===== config.mk =====
export PLATFORM = sky130hd
export DESIGN_NAME = ex_top
export DESIGN_NICKNAME = d
export VERILOG_FILES = /design/src/logic/ex_pkg.sv /design/src/logic/stage_if.sv /design/src/logic/ex_top.sv /design/src/logic/exec_unit.sv /design/src/logic/mul_unit.sv /design/src/logic/count_lead.sv /design/src/logic/issue_queue.sv /design/src/logic/op_decode.sv
export VERILOG_INCLUDE_DIRS = /design/src /design/src/include
export SDC_FILE = /design/constraint.sdc
export NUM_CORES = 2
export LEC_CHECK = 0
export BUFFER_PORTS_ARGS = -buffer_cell sky130_fd_sc_hd__buf_2
export CAP_MARGIN = 0
export CORE_MARGIN = 1.5
export CORE_UTILIZATION = 68
export DETAILED_ROUTE_END_ITERATION = 7
export GPL_TIMING_DRIVEN = 0
export PLACE_DENSITY = 0.94
export SETUP_SLACK_MARGIN = 0.1
export SLEW_MARGIN = 30
export SYNTH_ARGS = -nofsm -noshare
export SYNTH_HDL_FRONTEND = slang
export SYNTH_SLANG_ARGS = --single-unit

===== constraint.sdc =====
create_clock -name clk -period 30 [get_ports clk]
set_clock_uncertainty 0.2 [all_clocks]
set_input_delay 6 -clock clk [delete_from_list [all_inputs] [get_ports clk]]
set_output_delay 6 -clock clk [all_outputs]
set_load 0.05 [all_outputs]

===== src/include/ex_params.svh =====
`ifndef EX_PARAMS_SVH
`define EX_PARAMS_SVH

`define EX_WORD       32
`define EX_QDEPTH     4
`define EX_MUL_CYCLES 32

// SPECIAL funct field
`define FN_SLL   6'h00
`define FN_SRL   6'h02
`define FN_SRA   6'h03
`define FN_SLLV  6'h04
`define FN_SRLV  6'h06
`define FN_SRAV  6'h07
`define FN_MFHI  6'h10
`define FN_MTHI  6'h11
`define FN_MFLO  6'h12
`define FN_MTLO  6'h13
`define FN_MULT  6'h18
`define FN_MULTU 6'h19
`define FN_ADD   6'h20
`define FN_ADDU  6'h21
`define FN_SUB   6'h22
`define FN_SUBU  6'h23
`define FN_AND   6'h24
`define FN_OR    6'h25
`define FN_XOR   6'h26
`define FN_NOR   6'h27
`define FN_SLT   6'h2a
`define FN_SLTU  6'h2b

// SPECIAL2 funct field
`define FN_CLZ   6'h20
`define FN_CLO   6'h21

`endif

===== src/logic/ex_pkg.sv =====
`default_nettype none

`include "ex_params.svh"

package ex_pkg;

	typedef enum logic [4:0] {
		OP_SLL,
		OP_SRL,
		OP_SRA,
		OP_SLLV,
		OP_SRLV,
		OP_SRAV,
		OP_MFHI,
		OP_MTHI,
		OP_MFLO,
		OP_MTLO,
		OP_MULT,
		OP_MULTU,
		OP_ADD,
		OP_ADDU,
		OP_SUB,
		OP_SUBU,
		OP_AND,
		OP_OR,
		OP_XOR,
		OP_NOR,
		OP_SLT,
		OP_SLTU,
		OP_CLZ,
		OP_CLO,
		OP_INVALID
	} op_t;

	typedef enum logic [1:0] {
		IDLE,
		MUL_WAIT,
		RESULT,
		RELEASE
	} exec_state_t;

	// one queued operation
	typedef struct packed {
		op_t                 op;
		logic [`EX_WORD-1:0] rs_val;
		logic [`EX_WORD-1:0] rt_val;
		logic [4:0]          shamt;
	} issue_t;

endpackage

`default_nettype wire


===== src/logic/stage_if.sv =====
`default_nettype none
`timescale 1ns/100ps

`include "ex_params.svh"

interface stage_if;
	logic                req;
	logic                ack;
	ex_pkg::op_t         op;
	logic [`EX_WORD-1:0] rs_val;
	logic [`EX_WORD-1:0] rt_val;
	logic [4:0]          shamt;

	modport sender (output req, op, rs_val, rt_val, shamt, input ack);
	modport receiver (input req, op, rs_val, rt_val, shamt, output ack);
endinterface

`default_nettype wire


===== src/logic/ex_top.sv =====
`default_nettype none
`timescale 1ns/100ps

`include "ex_params.svh"

module ex_top (
	input  logic                clk,
	input  logic                rst,
	input  logic                in_req,
	output logic                in_ack,
	input  logic [5:0]          in_funct,
	input  logic                in_special2,
	input  logic [`EX_WORD-1:0] in_rs_val,
	input  logic [`EX_WORD-1:0] in_rt_val,
	input  logic [4:0]          in_shamt,
	output logic                out_req,
	input  logic                out_ack,
	output logic [`EX_WORD-1:0] out_data,
	output logic                out_overflow,
	output logic                out_invalid
);

	stage_if dec_q ();
	stage_if q_ex ();

	op_decode u_decode (
		.clk,
		.rst,
		.in_req,
		.in_ack,
		.in_funct,
		.in_special2,
		.in_rs_val,
		.in_rt_val,
		.in_shamt,
		.q(dec_q.sender)
	);

	issue_queue u_queue (
		.clk,
		.rst,
		.up(dec_q.receiver),
		.down(q_ex.sender)
	);

	exec_unit u_exec (
		.clk,
		.rst,
		.q(q_ex.receiver),
		.out_req,
		.out_ack,
		.out_data,
		.out_overflow,
		.out_invalid
	);

endmodule

`default_nettype wire


===== src/logic/exec_unit.sv =====
`default_nettype none
`timescale 1ns/100ps

`include "ex_params.svh"

module exec_unit (
	input  logic                clk,
	input  logic                rst,
	stage_if.receiver           q,
	output logic                out_req,
	input  logic                out_ack,
	output logic [`EX_WORD-1:0] out_data,
	output logic                out_overflow,
	output logic                out_invalid
);

	localparam int W = `EX_WORD;

	ex_pkg::exec_state_t state;
	ex_pkg::op_t         op_r;
	logic [W-1:0]        rs_r;
	logic [W-1:0]        rt_r;
	logic [4:0]          shamt_r;
	logic [W-1:0]        hi;
	logic [W-1:0]        lo;
	logic [W-1:0]        add_u;
	logic [W-1:0]        sub_u;
	logic [W-1:0]        alu_data;
	logic [W-1:0]        clz_cnt;
	logic [W-1:0]        clo_cnt;
	logic [2*W-1:0]      mul_product;
	logic                mul_busy;
	logic                accept;
	logic                is_mul;
	logic                signed_lt;
	logic                ov_add;
	logic                ov_sub;
	logic                overflow;

	assign accept = (state == ex_pkg::IDLE) && q.req && !q.ack;
	assign is_mul = (q.op == ex_pkg::OP_MULT) || (q.op == ex_pkg::OP_MULTU);

	// multiplier starts straight off the queue fields
	mul_unit mul (
		.clk,
		.rst,
		.start(accept && is_mul),
		.is_signed(q.op == ex_pkg::OP_MULT),
		.a(q.rs_val),
		.b(q.rt_val),
		.busy(mul_busy),
		.product(mul_product)
	);

	count_lead clz_count (.bit_val(1'b0), .val(rs_r), .count(clz_cnt));
	count_lead clo_count (.bit_val(1'b1), .val(rs_r), .count(clo_cnt));

	assign add_u     = rs_r + rt_r;
	assign sub_u     = rs_r - rt_r;
	assign signed_lt = (rs_r[W-1] != rt_r[W-1]) ? rs_r[W-1] : sub_u[W-1];
	assign ov_add    = (rs_r[W-1] == rt_r[W-1]) && (rs_r[W-1] ^ add_u[W-1]);
	assign ov_sub    = (rs_r[W-1] ^ rt_r[W-1]) && (rs_r[W-1] ^ sub_u[W-1]);
	assign overflow  = ((op_r == ex_pkg::OP_ADD) && ov_add) ||
		((op_r == ex_pkg::OP_SUB) && ov_sub);

	always_comb
	begin
		case (op_r)
			ex_pkg::OP_SLL:  alu_data = rt_r << shamt_r;
			ex_pkg::OP_SRL:  alu_data = rt_r >> shamt_r;
			ex_pkg::OP_SRA:  alu_data = $signed(rt_r) >>> shamt_r;
			ex_pkg::OP_SLLV: alu_data = rt_r << rs_r[4:0];
			ex_pkg::OP_SRLV: alu_data = rt_r >> rs_r[4:0];
			ex_pkg::OP_SRAV: alu_data = $signed(rt_r) >>> rs_r[4:0];
			ex_pkg::OP_MFHI: alu_data = hi;
			ex_pkg::OP_MFLO: alu_data = lo;
			ex_pkg::OP_ADD, ex_pkg::OP_ADDU: alu_data = add_u;
			ex_pkg::OP_SUB, ex_pkg::OP_SUBU: alu_data = sub_u;
			ex_pkg::OP_AND:  alu_data = rs_r & rt_r;
			ex_pkg::OP_OR:   alu_data = rs_r | rt_r;
			ex_pkg::OP_XOR:  alu_data = rs_r ^ rt_r;
			ex_pkg::OP_NOR:  alu_data = ~(rs_r | rt_r);
			ex_pkg::OP_SLT:  alu_data = {{(W-1){1'b0}}, signed_lt};
			ex_pkg::OP_SLTU: alu_data = {{(W-1){1'b0}}, rs_r < rt_r};
			ex_pkg::OP_CLZ:  alu_data = clz_cnt;
			ex_pkg::OP_CLO:  alu_data = clo_cnt;
			// MT*, MULT*, invalid
			default:         alu_data = '0;
		endcase
	end

	always_ff @(posedge clk)
	begin
		if (rst)
		begin
			state   <= ex_pkg::IDLE;
			q.ack   <= 1'b0;
			out_req <= 1'b0;
			hi      <= '0;
			lo      <= '0;
		end
		else
		begin
			if (q.ack && !q.req)
				q.ack <= 1'b0;
			case (state)
				ex_pkg::IDLE:
				begin
					if (accept)
					begin
						q.ack <= 1'b1;
						state <= is_mul ? ex_pkg::MUL_WAIT : ex_pkg::RESULT;
					end
				end
				ex_pkg::MUL_WAIT:
				begin
					if (!mul_busy)
						state <= ex_pkg::RESULT;
				end
				ex_pkg::RESULT:
				begin
					case (op_r)
						ex_pkg::OP_MTHI: hi <= rs_r;
						ex_pkg::OP_MTLO: lo <= rs_r;
						ex_pkg::OP_MULT, ex_pkg::OP_MULTU: {hi, lo} <= mul_product;
						default: ;
					endcase
					out_req <= 1'b1;
					state   <= ex_pkg::RELEASE;
				end
				default:
				begin
					if (out_req && out_ack)
						out_req <= 1'b0;
					else if (!out_req && !out_ack)
						state <= ex_pkg::IDLE;
				end
			endcase
		end
	end

	always_ff @(posedge clk)
	begin
		if (accept)
		begin
			op_r    <= q.op;
			rs_r    <= q.rs_val;
			rt_r    <= q.rt_val;
			shamt_r <= q.shamt;
		end
		if (state == ex_pkg::RESULT)
		begin
			out_data     <= overflow ? '0 : alu_data;
			out_overflow <= overflow;
			out_invalid  <= (op_r == ex_pkg::OP_INVALID);
		end
	end

endmodule

`default_nettype wire


===== src/logic/mul_unit.sv =====
`default_nettype none
`timescale 1ns/100ps

`include "ex_params.svh"

module mul_unit (
	input  logic                  clk,
	input  logic                  rst,
	input  logic                  start,
	input  logic                  is_signed,
	input  logic [`EX_WORD-1:0]   a,
	input  logic [`EX_WORD-1:0]   b,
	output logic                  busy,
	output logic [2*`EX_WORD-1:0] product
);

	localparam int W  = `EX_WORD;
	localparam int CW = $clog2(`EX_MUL_CYCLES + 1);

	logic [W-1:0]   a_mag;
	logic [W-1:0]   b_mag;
	logic [W-1:0]   mcand;
	logic [2*W-1:0] acc;
	logic [2*W-1:0] acc_next;
	logic [W:0]     sum;
	logic           neg;
	logic [CW-1:0]  cnt;

	assign a_mag = (is_signed && a[W-1]) ? -a : a;
	assign b_mag = (is_signed && b[W-1]) ? -b : b;

	// upper half accumulates, multiplier shifts out of the lower half
	assign sum      = {1'b0, acc[2*W-1:W]} + (acc[0] ? {1'b0, mcand} : '0);
	assign acc_next = {sum, acc[W-1:1]};

	always_ff @(posedge clk)
	begin
		if (rst)
		begin
			busy <= 1'b0;
			cnt  <= '0;
		end
		else if (start)
		begin
			busy <= 1'b1;
			cnt  <= CW'(`EX_MUL_CYCLES);
		end
		else if (busy)
		begin
			cnt <= cnt - 1'b1;
			if (cnt == CW'(1))
				busy <= 1'b0;
		end
	end

	always_ff @(posedge clk)
	begin
		if (start)
		begin
			mcand <= a_mag;
			acc   <= {{W{1'b0}}, b_mag};
			neg   <= is_signed && (a[W-1] ^ b[W-1]);
		end
		else if (busy)
		begin
			acc <= acc_next;
			if (cnt == CW'(1))
				product <= neg ? -acc_next : acc_next;
		end
	end

endmodule

`default_nettype wire


===== src/logic/count_lead.sv =====
`default_nettype none
`timescale 1ns/100ps

`include "ex_params.svh"

module count_lead (
	input  logic                bit_val,
	input  logic [`EX_WORD-1:0] val,
	output logic [`EX_WORD-1:0] count
);

	logic stop;

	// scan from msb until the first mismatch
	always_comb
	begin
		count = '0;
		stop  = 1'b0;
		for (int i = `EX_WORD-1; i >= 0; i--)
		begin
			if (!stop && val[i] == bit_val)
				count = count + `EX_WORD'(1);
			else
				stop = 1'b1;
		end
	end

endmodule

`default_nettype wire


===== src/logic/issue_queue.sv =====
`default_nettype none
`timescale 1ns/100ps

`include "ex_params.svh"

module issue_queue (
	input  logic      clk,
	input  logic      rst,
	stage_if.receiver up,
	stage_if.sender   down
);

	localparam int AW = $clog2(`EX_QDEPTH);

	ex_pkg::issue_t mem [`EX_QDEPTH];
	ex_pkg::issue_t in_pkt;
	ex_pkg::issue_t head;
	logic [AW-1:0]  wr_ptr;
	logic [AW-1:0]  rd_ptr;
	logic [AW:0]    count;
	logic           full;
	logic           empty;
	logic           push;
	logic           pop;
	logic           pend;

	assign full  = (count == (AW+1)'(`EX_QDEPTH));
	assign empty = (count == '0);

	assign in_pkt = '{up.op, up.rs_val, up.rt_val, up.shamt};
	assign push   = up.req && !up.ack && !full;
	// entry leaves once the consumer drops ack
	assign pop    = pend && !down.ack;

	assign head        = mem[rd_ptr];
	assign down.op     = head.op;
	assign down.rs_val = head.rs_val;
	assign down.rt_val = head.rt_val;
	assign down.shamt  = head.shamt;

	always_ff @(posedge clk)
	begin
		if (push)
			mem[wr_ptr] <= in_pkt;
	end

	always_ff @(posedge clk)
	begin
		if (rst)
		begin
			up.ack   <= 1'b0;
			down.req <= 1'b0;
			pend     <= 1'b0;
			wr_ptr   <= '0;
			rd_ptr   <= '0;
			count    <= '0;
		end
		else
		begin
			if (push)
			begin
				up.ack <= 1'b1;
				wr_ptr <= wr_ptr + 1'b1;
			end
			else if (up.ack && !up.req)
				up.ack <= 1'b0;

			if (!empty && !down.req && !down.ack && !pend)
				down.req <= 1'b1;
			else if (down.req && down.ack)
			begin
				down.req <= 1'b0;
				pend     <= 1'b1;
			end
			else if (pop)
			begin
				pend   <= 1'b0;
				rd_ptr <= rd_ptr + 1'b1;
			end

			case ({push, pop})
				2'b10:   count <= count + 1'b1;
				2'b01:   count <= count - 1'b1;
				default: count <= count;
			endcase
		end
	end

endmodule

`default_nettype wire


===== src/logic/op_decode.sv =====
`default_nettype none
`timescale 1ns/100ps

`include "ex_params.svh"

module op_decode (
	input  logic                clk,
	input  logic                rst,
	input  logic                in_req,
	output logic                in_ack,
	input  logic [5:0]          in_funct,
	input  logic                in_special2,
	input  logic [`EX_WORD-1:0] in_rs_val,
	input  logic [`EX_WORD-1:0] in_rt_val,
	input  logic [4:0]          in_shamt,
	stage_if.sender             q
);

	ex_pkg::op_t dec_op;
	logic        take;

	// downstream must be fully idle before a new op is taken
	assign take = in_req && !in_ack && !q.req && !q.ack;

	always_comb
	begin
		dec_op = ex_pkg::OP_INVALID;
		if (in_special2)
		begin
			case (in_funct)
				`FN_CLZ: dec_op = ex_pkg::OP_CLZ;
				`FN_CLO: dec_op = ex_pkg::OP_CLO;
				default: dec_op = ex_pkg::OP_INVALID;
			endcase
		end
		else
		begin
			case (in_funct)
				`FN_SLL:   dec_op = ex_pkg::OP_SLL;
				`FN_SRL:   dec_op = ex_pkg::OP_SRL;
				`FN_SRA:   dec_op = ex_pkg::OP_SRA;
				`FN_SLLV:  dec_op = ex_pkg::OP_SLLV;
				`FN_SRLV:  dec_op = ex_pkg::OP_SRLV;
				`FN_SRAV:  dec_op = ex_pkg::OP_SRAV;
				`FN_MFHI:  dec_op = ex_pkg::OP_MFHI;
				`FN_MTHI:  dec_op = ex_pkg::OP_MTHI;
				`FN_MFLO:  dec_op = ex_pkg::OP_MFLO;
				`FN_MTLO:  dec_op = ex_pkg::OP_MTLO;
				`FN_MULT:  dec_op = ex_pkg::OP_MULT;
				`FN_MULTU: dec_op = ex_pkg::OP_MULTU;
				`FN_ADD:   dec_op = ex_pkg::OP_ADD;
				`FN_ADDU:  dec_op = ex_pkg::OP_ADDU;
				`FN_SUB:   dec_op = ex_pkg::OP_SUB;
				`FN_SUBU:  dec_op = ex_pkg::OP_SUBU;
				`FN_AND:   dec_op = ex_pkg::OP_AND;
				`FN_OR:    dec_op = ex_pkg::OP_OR;
				`FN_XOR:   dec_op = ex_pkg::OP_XOR;
				`FN_NOR:   dec_op = ex_pkg::OP_NOR;
				`FN_SLT:   dec_op = ex_pkg::OP_SLT;
				`FN_SLTU:  dec_op = ex_pkg::OP_SLTU;
				default:   dec_op = ex_pkg::OP_INVALID;
			endcase
		end
	end

	always_ff @(posedge clk)
	begin
		if (rst)
		begin
			in_ack <= 1'b0;
			q.req  <= 1'b0;
		end
		else
		begin
			if (take)
			begin
				in_ack <= 1'b1;
				q.req  <= 1'b1;
			end
			else if (in_ack && !in_req)
				in_ack <= 1'b0;
			if (q.req && q.ack)
				q.req <= 1'b0;
		end
	end

	// packet held stable while q.req is high
	always_ff @(posedge clk)
	begin
		if (take)
		begin
			q.op     <= dec_op;
			q.rs_val <= in_rs_val;
			q.rt_val <= in_rt_val;
			q.shamt  <= in_shamt;
		end
	end

endmodule

`default_nettype wire


==> reports/summary.md, run 1 <==
The die is 269.5 um wide. In this run the tool buffered the top-level ports with 111 buffer cells. The run gives 5921 as the placed instance count. The flow stopped in global routing. The first error in the log reads "[ERROR GRT-0232] Routing congestion too high. Check the congestion heatmap in the GUI".

A synthesized cell averages 9.964 um^2. The tools report the synthesized netlist cell count as 4846. The flow did not finish. The synthesized design contains 607 enable-type register cells. The tools report the row count as 97.

In this run the clock root is driven by a sky130_fd_sc_hd__clkbuf_16. Sequential elements use 42.77% of the synthesized area. For the post-CTS resize count, the log shows 0. The number of nets in the synthesized netlist is 5137.

For this run the aggregate overflow at the end of global routing stands at 18. After synthesis, the most frequently instantiated cells are 607 x sky130_fd_sc_hd__edfxtp_1, 557 x sky130_fd_sc_hd__nor2_1, 456 x sky130_fd_sc_hd__nand2_1. The die is 269.5 um tall.

The run gives 114 as the count of unique library cells instantiated by Yosys. No sink is reached through more buffers than the 3 on the longest clock path. The run gives 116 as the number of I/O pins. For the maximum number of pins on one net before global-route repair, the log shows 48. After synthesis, the share of flip-flops with an asynchronous set or reset is 0%. The last weighted congestion value of the routability-driven placer came out at 1.105. The top flip-flop cell by instance count after synthesis is sky130_fd_sc_hd__edfxtp_1. By area the synthesized netlist is led by sky130_fd_sc_hd__edfxtp_1 38%, sky130_fd_sc_hd__ha_1 5.3%, sky130_fd_sc_hd__dfxtp_1 5.0%. Detailed placement ended at an HPWL of 148300 um. The total number of clock tree sinks is 728. The tools report the initial antenna violation count as 47. In this run, post-CTS hold repair placed 0 buffers.

In this run the post-CTS setup repair buffer count came out at 0. The synthesized design contains 728 register bits. During synthesis, Yosys emitted a total of 0 warnings. Once the floorplan was initialized, standard cells occupied 68.83% of the core. The H-tree was split into 3 levels. The biggest area contributor in the post-synthesis netlist is sky130_fd_sc_hd__edfxtp_1.

The most common cell in the synthesized netlist is sky130_fd_sc_hd__edfxtp_1. After synthesis, the largest area contributor takes up 37.75% of total cell area. In this run the cell area of the synthesized design comes to 48290 um^2. Across every metal layer, demand over resource in global routing totals 78.77%.

Counting the buffers created by CTS gives 71.
-- per-stage QoR --
step	util, %	setup slack (ps)	hold WS (ps)	instance area, um^2
2_1_floorplan	-	11450	226.4	48290
3_3_place_gp	71.30	8832	257.8	50020
3_5_place_dp	71.77	8335	289.5	50350
4_1_cts	75.23	8212	301.9	52770
-- layer usage --
metal / GRT overflow / global-route usage (%)
met1: 0 / 80.31
met2: 6 / 90.02
met3: 2 / 68.14
met4: 10 / 74.23
met5: 0 / 51.58
-- logic make-up after synthesis --
group,share of synthesized area (%)
and+or+nand+nor,15.77
AOI/OAI and AO/OA,15.21
DFF,42.77
buffers and inverters,3.402
xor gates and xnor gates,8.240
muxes,8.823
adders and majority gates,5.794
==> run 2, diff against run 1 <==
- CORE_UTILIZATION: 68 -> 40
- PLACE_DENSITY: 0.94 -> unset
- PLACE_DENSITY_LB_ADDON: unset -> 0.15
- SETUP_SLACK_MARGIN: 0.1 -> unset
==> run 2 against run 1 <==
  * The run now ends clean
  * Area after synthesis did not move
  * Synthesized cell count unchanged
==> reports/summary.md, run 2 <==
The critical path startpoint category is a register. The tools report the H-tree depth as 3 (unchanged). Startpoint of the lowest-slack hold path: u_decode.q.rt_val[16]$_DFFE_PP_. The post-layout net count is 5355, and the chip width is 350.4 um (+30%). Most flop-heavy register: u_queue.mem. The placed wire-length estimate after detailed placement came out at 141000 um (-4.9%).

Number of buffers inserted during clock tree synthesis: 80 (+13%). The worst hold path belongs to the class register to register. The sequential element share of the synthesized area came out at 42.77% (unchanged). In the final layout, the registers with the most flip-flops are u_queue.mem: 296 flops, u_exec.mul.acc: 64 flops, u_exec.mul.product: 64 flops.

After routing the design area is 54040 um^2. For the count of routing violations after the opening detailed-route iteration, the log shows 3927. The logs give 0 ps for the accumulated negative setup slack and 7684 ps for the setup slack of the critical path after layout. Setup violations remaining at the end of the flow were counted as 0.

The starting utilization of the core area is 40.30% (-29 points). The mean instance size in the synthesized netlist was 9.964 um^2 (unchanged); the peak fanout along the critical path was 10. The tools report the endpoint of the worst hold path as u_queue.mem[0][21]$_DFFE_PP_.

The tools report the row count as 127 (+31%). The global-route wire length before repair is 255000 um. The critical path class is register to register. The run gives 119800 um^2 as the total core area. The post-synth design cell area is 48290 um^2 (unchanged).

Ranked by total cell area, the synthesized netlist is headed by sky130_fd_sc_hd__edfxtp_1 38%, sky130_fd_sc_hd__ha_1 5.3%, sky130_fd_sc_hd__dfxtp_1 5.0%. Initial antenna violation count: 7. The number of flops mapped to enable cells by yosys is 607 (unchanged). For the number of hold buffers added after CTS, the log shows 0 (unchanged). Most common cell in the synthesized netlist: sky130_fd_sc_hd__edfxtp_1. Root buffer cell: sky130_fd_sc_hd__clkbuf_16. TritonCTS built the clock tree. In this design, the critical path's most frequently occurring cell is sky130_fd_sc_hd__ha_1.

The delay contributed by the slowest stage of the critical path is 870 ps, and the total wire length after detailed routing is 175900 um. Across all register-to-register paths, the minimum setup slack is 7680 ps. Number of I/O pins: 116 (unchanged). The number of diodes came out at 0. The critical path's slowest cell is sky130_fd_sc_hd__edfxtp_1. The later pin in the worst-skew pair is clocked with a latency of 680 ps. Summing over every cut layer, the via total after detailed routing is 39610. The first detailed-routing pass ran for 6 iterations. The run finished with clean final reports. For the highest ir drop seen on vdd, the log shows 0.05693 mV. The run gives 0 (unchanged) as the total of warnings raised by yosys.

Setup repair after global routing left no endpoint under its margin. The max capacitance violation total is 0, and the number of nets in the synthesized netlist is 5137 (unchanged). The worst path uses 74.39% of the clock period.

The tools report the placement-stage worst setup slack as 7847 ps (-488.2 ps). Maximum clock path buffer count: 3 (unchanged). The async set-reset flop share out of synthesis is 0% (unchanged). The count of nets left with antenna violations once routing finished came out at 0. In the routed layout, each cell is associated on average with a via count of 5.874. The number of buffers inserted by post-CTS setup repair is 0 (unchanged). After layout, the minimum clock period comes to 22320 ps. The run gives 0 (unchanged) as the post-CTS resize count.

The total power was 3.318 mW. Entering global routing, the biggest net connects 60 pins. The last weighted congestion value of the routability-driven placer was 1.053 (-4.7%). The instance area after placement was 51310 um^2 (+1.9%); the core utilization of the finished layout was 45.10%. The flip-flop and latch count after synthesis is 728 (unchanged), and the count of unique library cells instantiated by Yosys is 114 (unchanged).

The library cell used most frequently in the layout, excluding fill and tap cells, is sky130_fd_sc_hd__edfxtp_1. The tools report the critical path endpoint category as a register. For this design the static power due to leakage is 19.23 nW. Among all flip-flop cells after synthesis, the most frequent one is sky130_fd_sc_hd__edfxtp_1. The depth of the worst register-to-register path works out to 109.

The proportion of netlist area held by the largest area contributor works out to 37.75% (unchanged). The die extent in y was 350.4 um (+30%); the count of buffers from port buffering was 111 (unchanged). The power per cell area is 61.40 nW/um^2. In this run the critical register-to-register path is captured at u_exec.out_data[8]$_SDFFCE_PP0P_. Global routing finished with a remaining overflow of 0. The final number of max-transition violations came out at 0.

The tools report the number of design rule violations left after detail routing as 0. Cell taking the most area after synthesis: sky130_fd_sc_hd__edfxtp_1. Startpoint of the worst-slack reg-to-reg timing path: u_exec.rs_r[31]$_DFFE_PP_. In the synthesized netlist, the cells that appear most often are 607 x sky130_fd_sc_hd__edfxtp_1, 557 x sky130_fd_sc_hd__nor2_1, 456 x sky130_fd_sc_hd__nand2_1. Clock-pin slew was measured on the worst setup and hold paths at 60 ps. From synthesis to final layout, the design area changed by 11.92%. In the layout the commonest cells are 607 x sky130_fd_sc_hd__edfxtp_1, 556 x sky130_fd_sc_hd__nor2_1, 456 x sky130_fd_sc_hd__nand2_1. Layout cell share with drive strength beyond 1: 9.959%.

The worst relative slew slack is 28.07%. The data required time of the worst path was 30190 ps; the die footprint was 122800 um^2. The run gives 728 (unchanged) as the total number of clock tree sinks. The hold-critical path depth was 0; the data arrival time of the worst path was 22510 ps.

The global-route usage over all layers was 28.22%; the number of hold violations in the final report was 0. The layout has 11690 filler cells. Synthesized netlist cell count: 4846 (unchanged). The register with the most flip-flops in the layout has 296 of them. The post-detailed-route wirelength per cell came out at 26.09 um. The slew of the pin with the lowest slew margin works out to 1079 ps. The tools report the maximum clock frequency as 44.81 MHz.

The via count of the first global-routing pass came out at 37760.
-- run 2: cell counts after synthesis --
No cell type changed its count.
-- run 2: cell type report --
type | instances | area (um^2) | share of cell area, %
Multi-Input combinational cell | 3691 | 26100 | 48.29
Tap cell | 1612 | 2017 | 3.732
Timing Repair Buffer | 136 | 907.1 | 1.679
Inverter | 177 | 669.4 | 1.239
Clock buffer | 103 | 2150 | 3.978
Clock inverter | 46 | 565.5 | 1.047
Sequential cell | 728 | 20650 | 38.21
Buffer | 250 | 985.9 | 1.824
-- run 2: how the worst max path moves through the flow --
stage | start | end | slack [ps] | depth (start not counted)
global route | u_exec.rs_r[31]$_DFFE_PP_ | u_exec.out_data[8]$_SDFFCE_PP0P_ | 5770 | 109
detailed placement | u_exec.rs_r[31]$_DFFE_PP_ | u_exec.out_data[8]$_SDFFCE_PP0P_ | 7850 | 109
global placement | u_exec.rs_r[31]$_DFFE_PP_ | u_exec.out_data[8]$_SDFFCE_PP0P_ | 8030 | 109
CTS | u_exec.rs_r[31]$_DFFE_PP_ | u_exec.out_data[8]$_SDFFCE_PP0P_ | 7740 | 109
floorplan | u_exec.rs_r[31]$_DFFE_PP_ | u_exec.out_data[8]$_SDFFCE_PP0P_ | 11450 | 107
finish | u_exec.rs_r[31]$_DFFE_PP_ | u_exec.out_data[8]$_SDFFCE_PP0P_ | 7680 | 109
-- run 2: cells by family after synthesis --
| logic type | after synthesis | synth area share, % |
|---|---|---|
| mux | 323 | 8.823 |
| compound gates | 1120 | 15.21 |
| flops | 728 | 42.77 |
| fa+ha+maj | 223 | 5.794 |
| buf+inv | 427 | 3.402 |
| simple gates | 1620 | 15.77 |
| xor+xnor | 405 | 8.240 |
-- run 2: per-layer routing --
metal | share of wire (%) | routed length, um | GRT usage [%] | vias to the layer above
li1 | - | - | - | 18350
met1 | 44 | 76950 | 38.55 | 19370
met2 | 44 | 77820 | 44.07 | 1547
met3 | 6.7 | 11720 | 3.796 | 333
met4 | 5.3 | 9388 | 13.79 | 4
met5 | 0.016 | 29 | 0 | -
-- run 2: critical path, delay by kind of cell (launching register included) --
kind            cells  cell delay (ps)
xor+xnor            5             1140
buf+inv             7             1140
compound gates     26             5300
fa+ha+maj          26             7780
flops               1              870
mux                11             1870
simple gates       34             3610
-- run 2: per-stage QoR --
| stage | hold slack (ps) | std cells |
|---|---|---|
| 2_1_floorplan | 226.4 | 4846 |
| 5_1_grt | 304.9 | 6743 |
| 3_5_place_dp | 283.1 | 6594 |
| 6_report | 287.4 | 6743 |
| 3_3_place_gp | 255.3 | 6569 |
| 4_1_cts | 296.0 | 6743 |
-- run 2: power by group --
part	total (mW)	internal, mW	switching [mW]	leakage, nW
Clock	1.01	0.591	0.417	1.31
Combinational	1.03	0.321	0.704	11.4
Sequential	1.28	1.20	0.0882	6.52
Power figures use the tool's default switching activity.
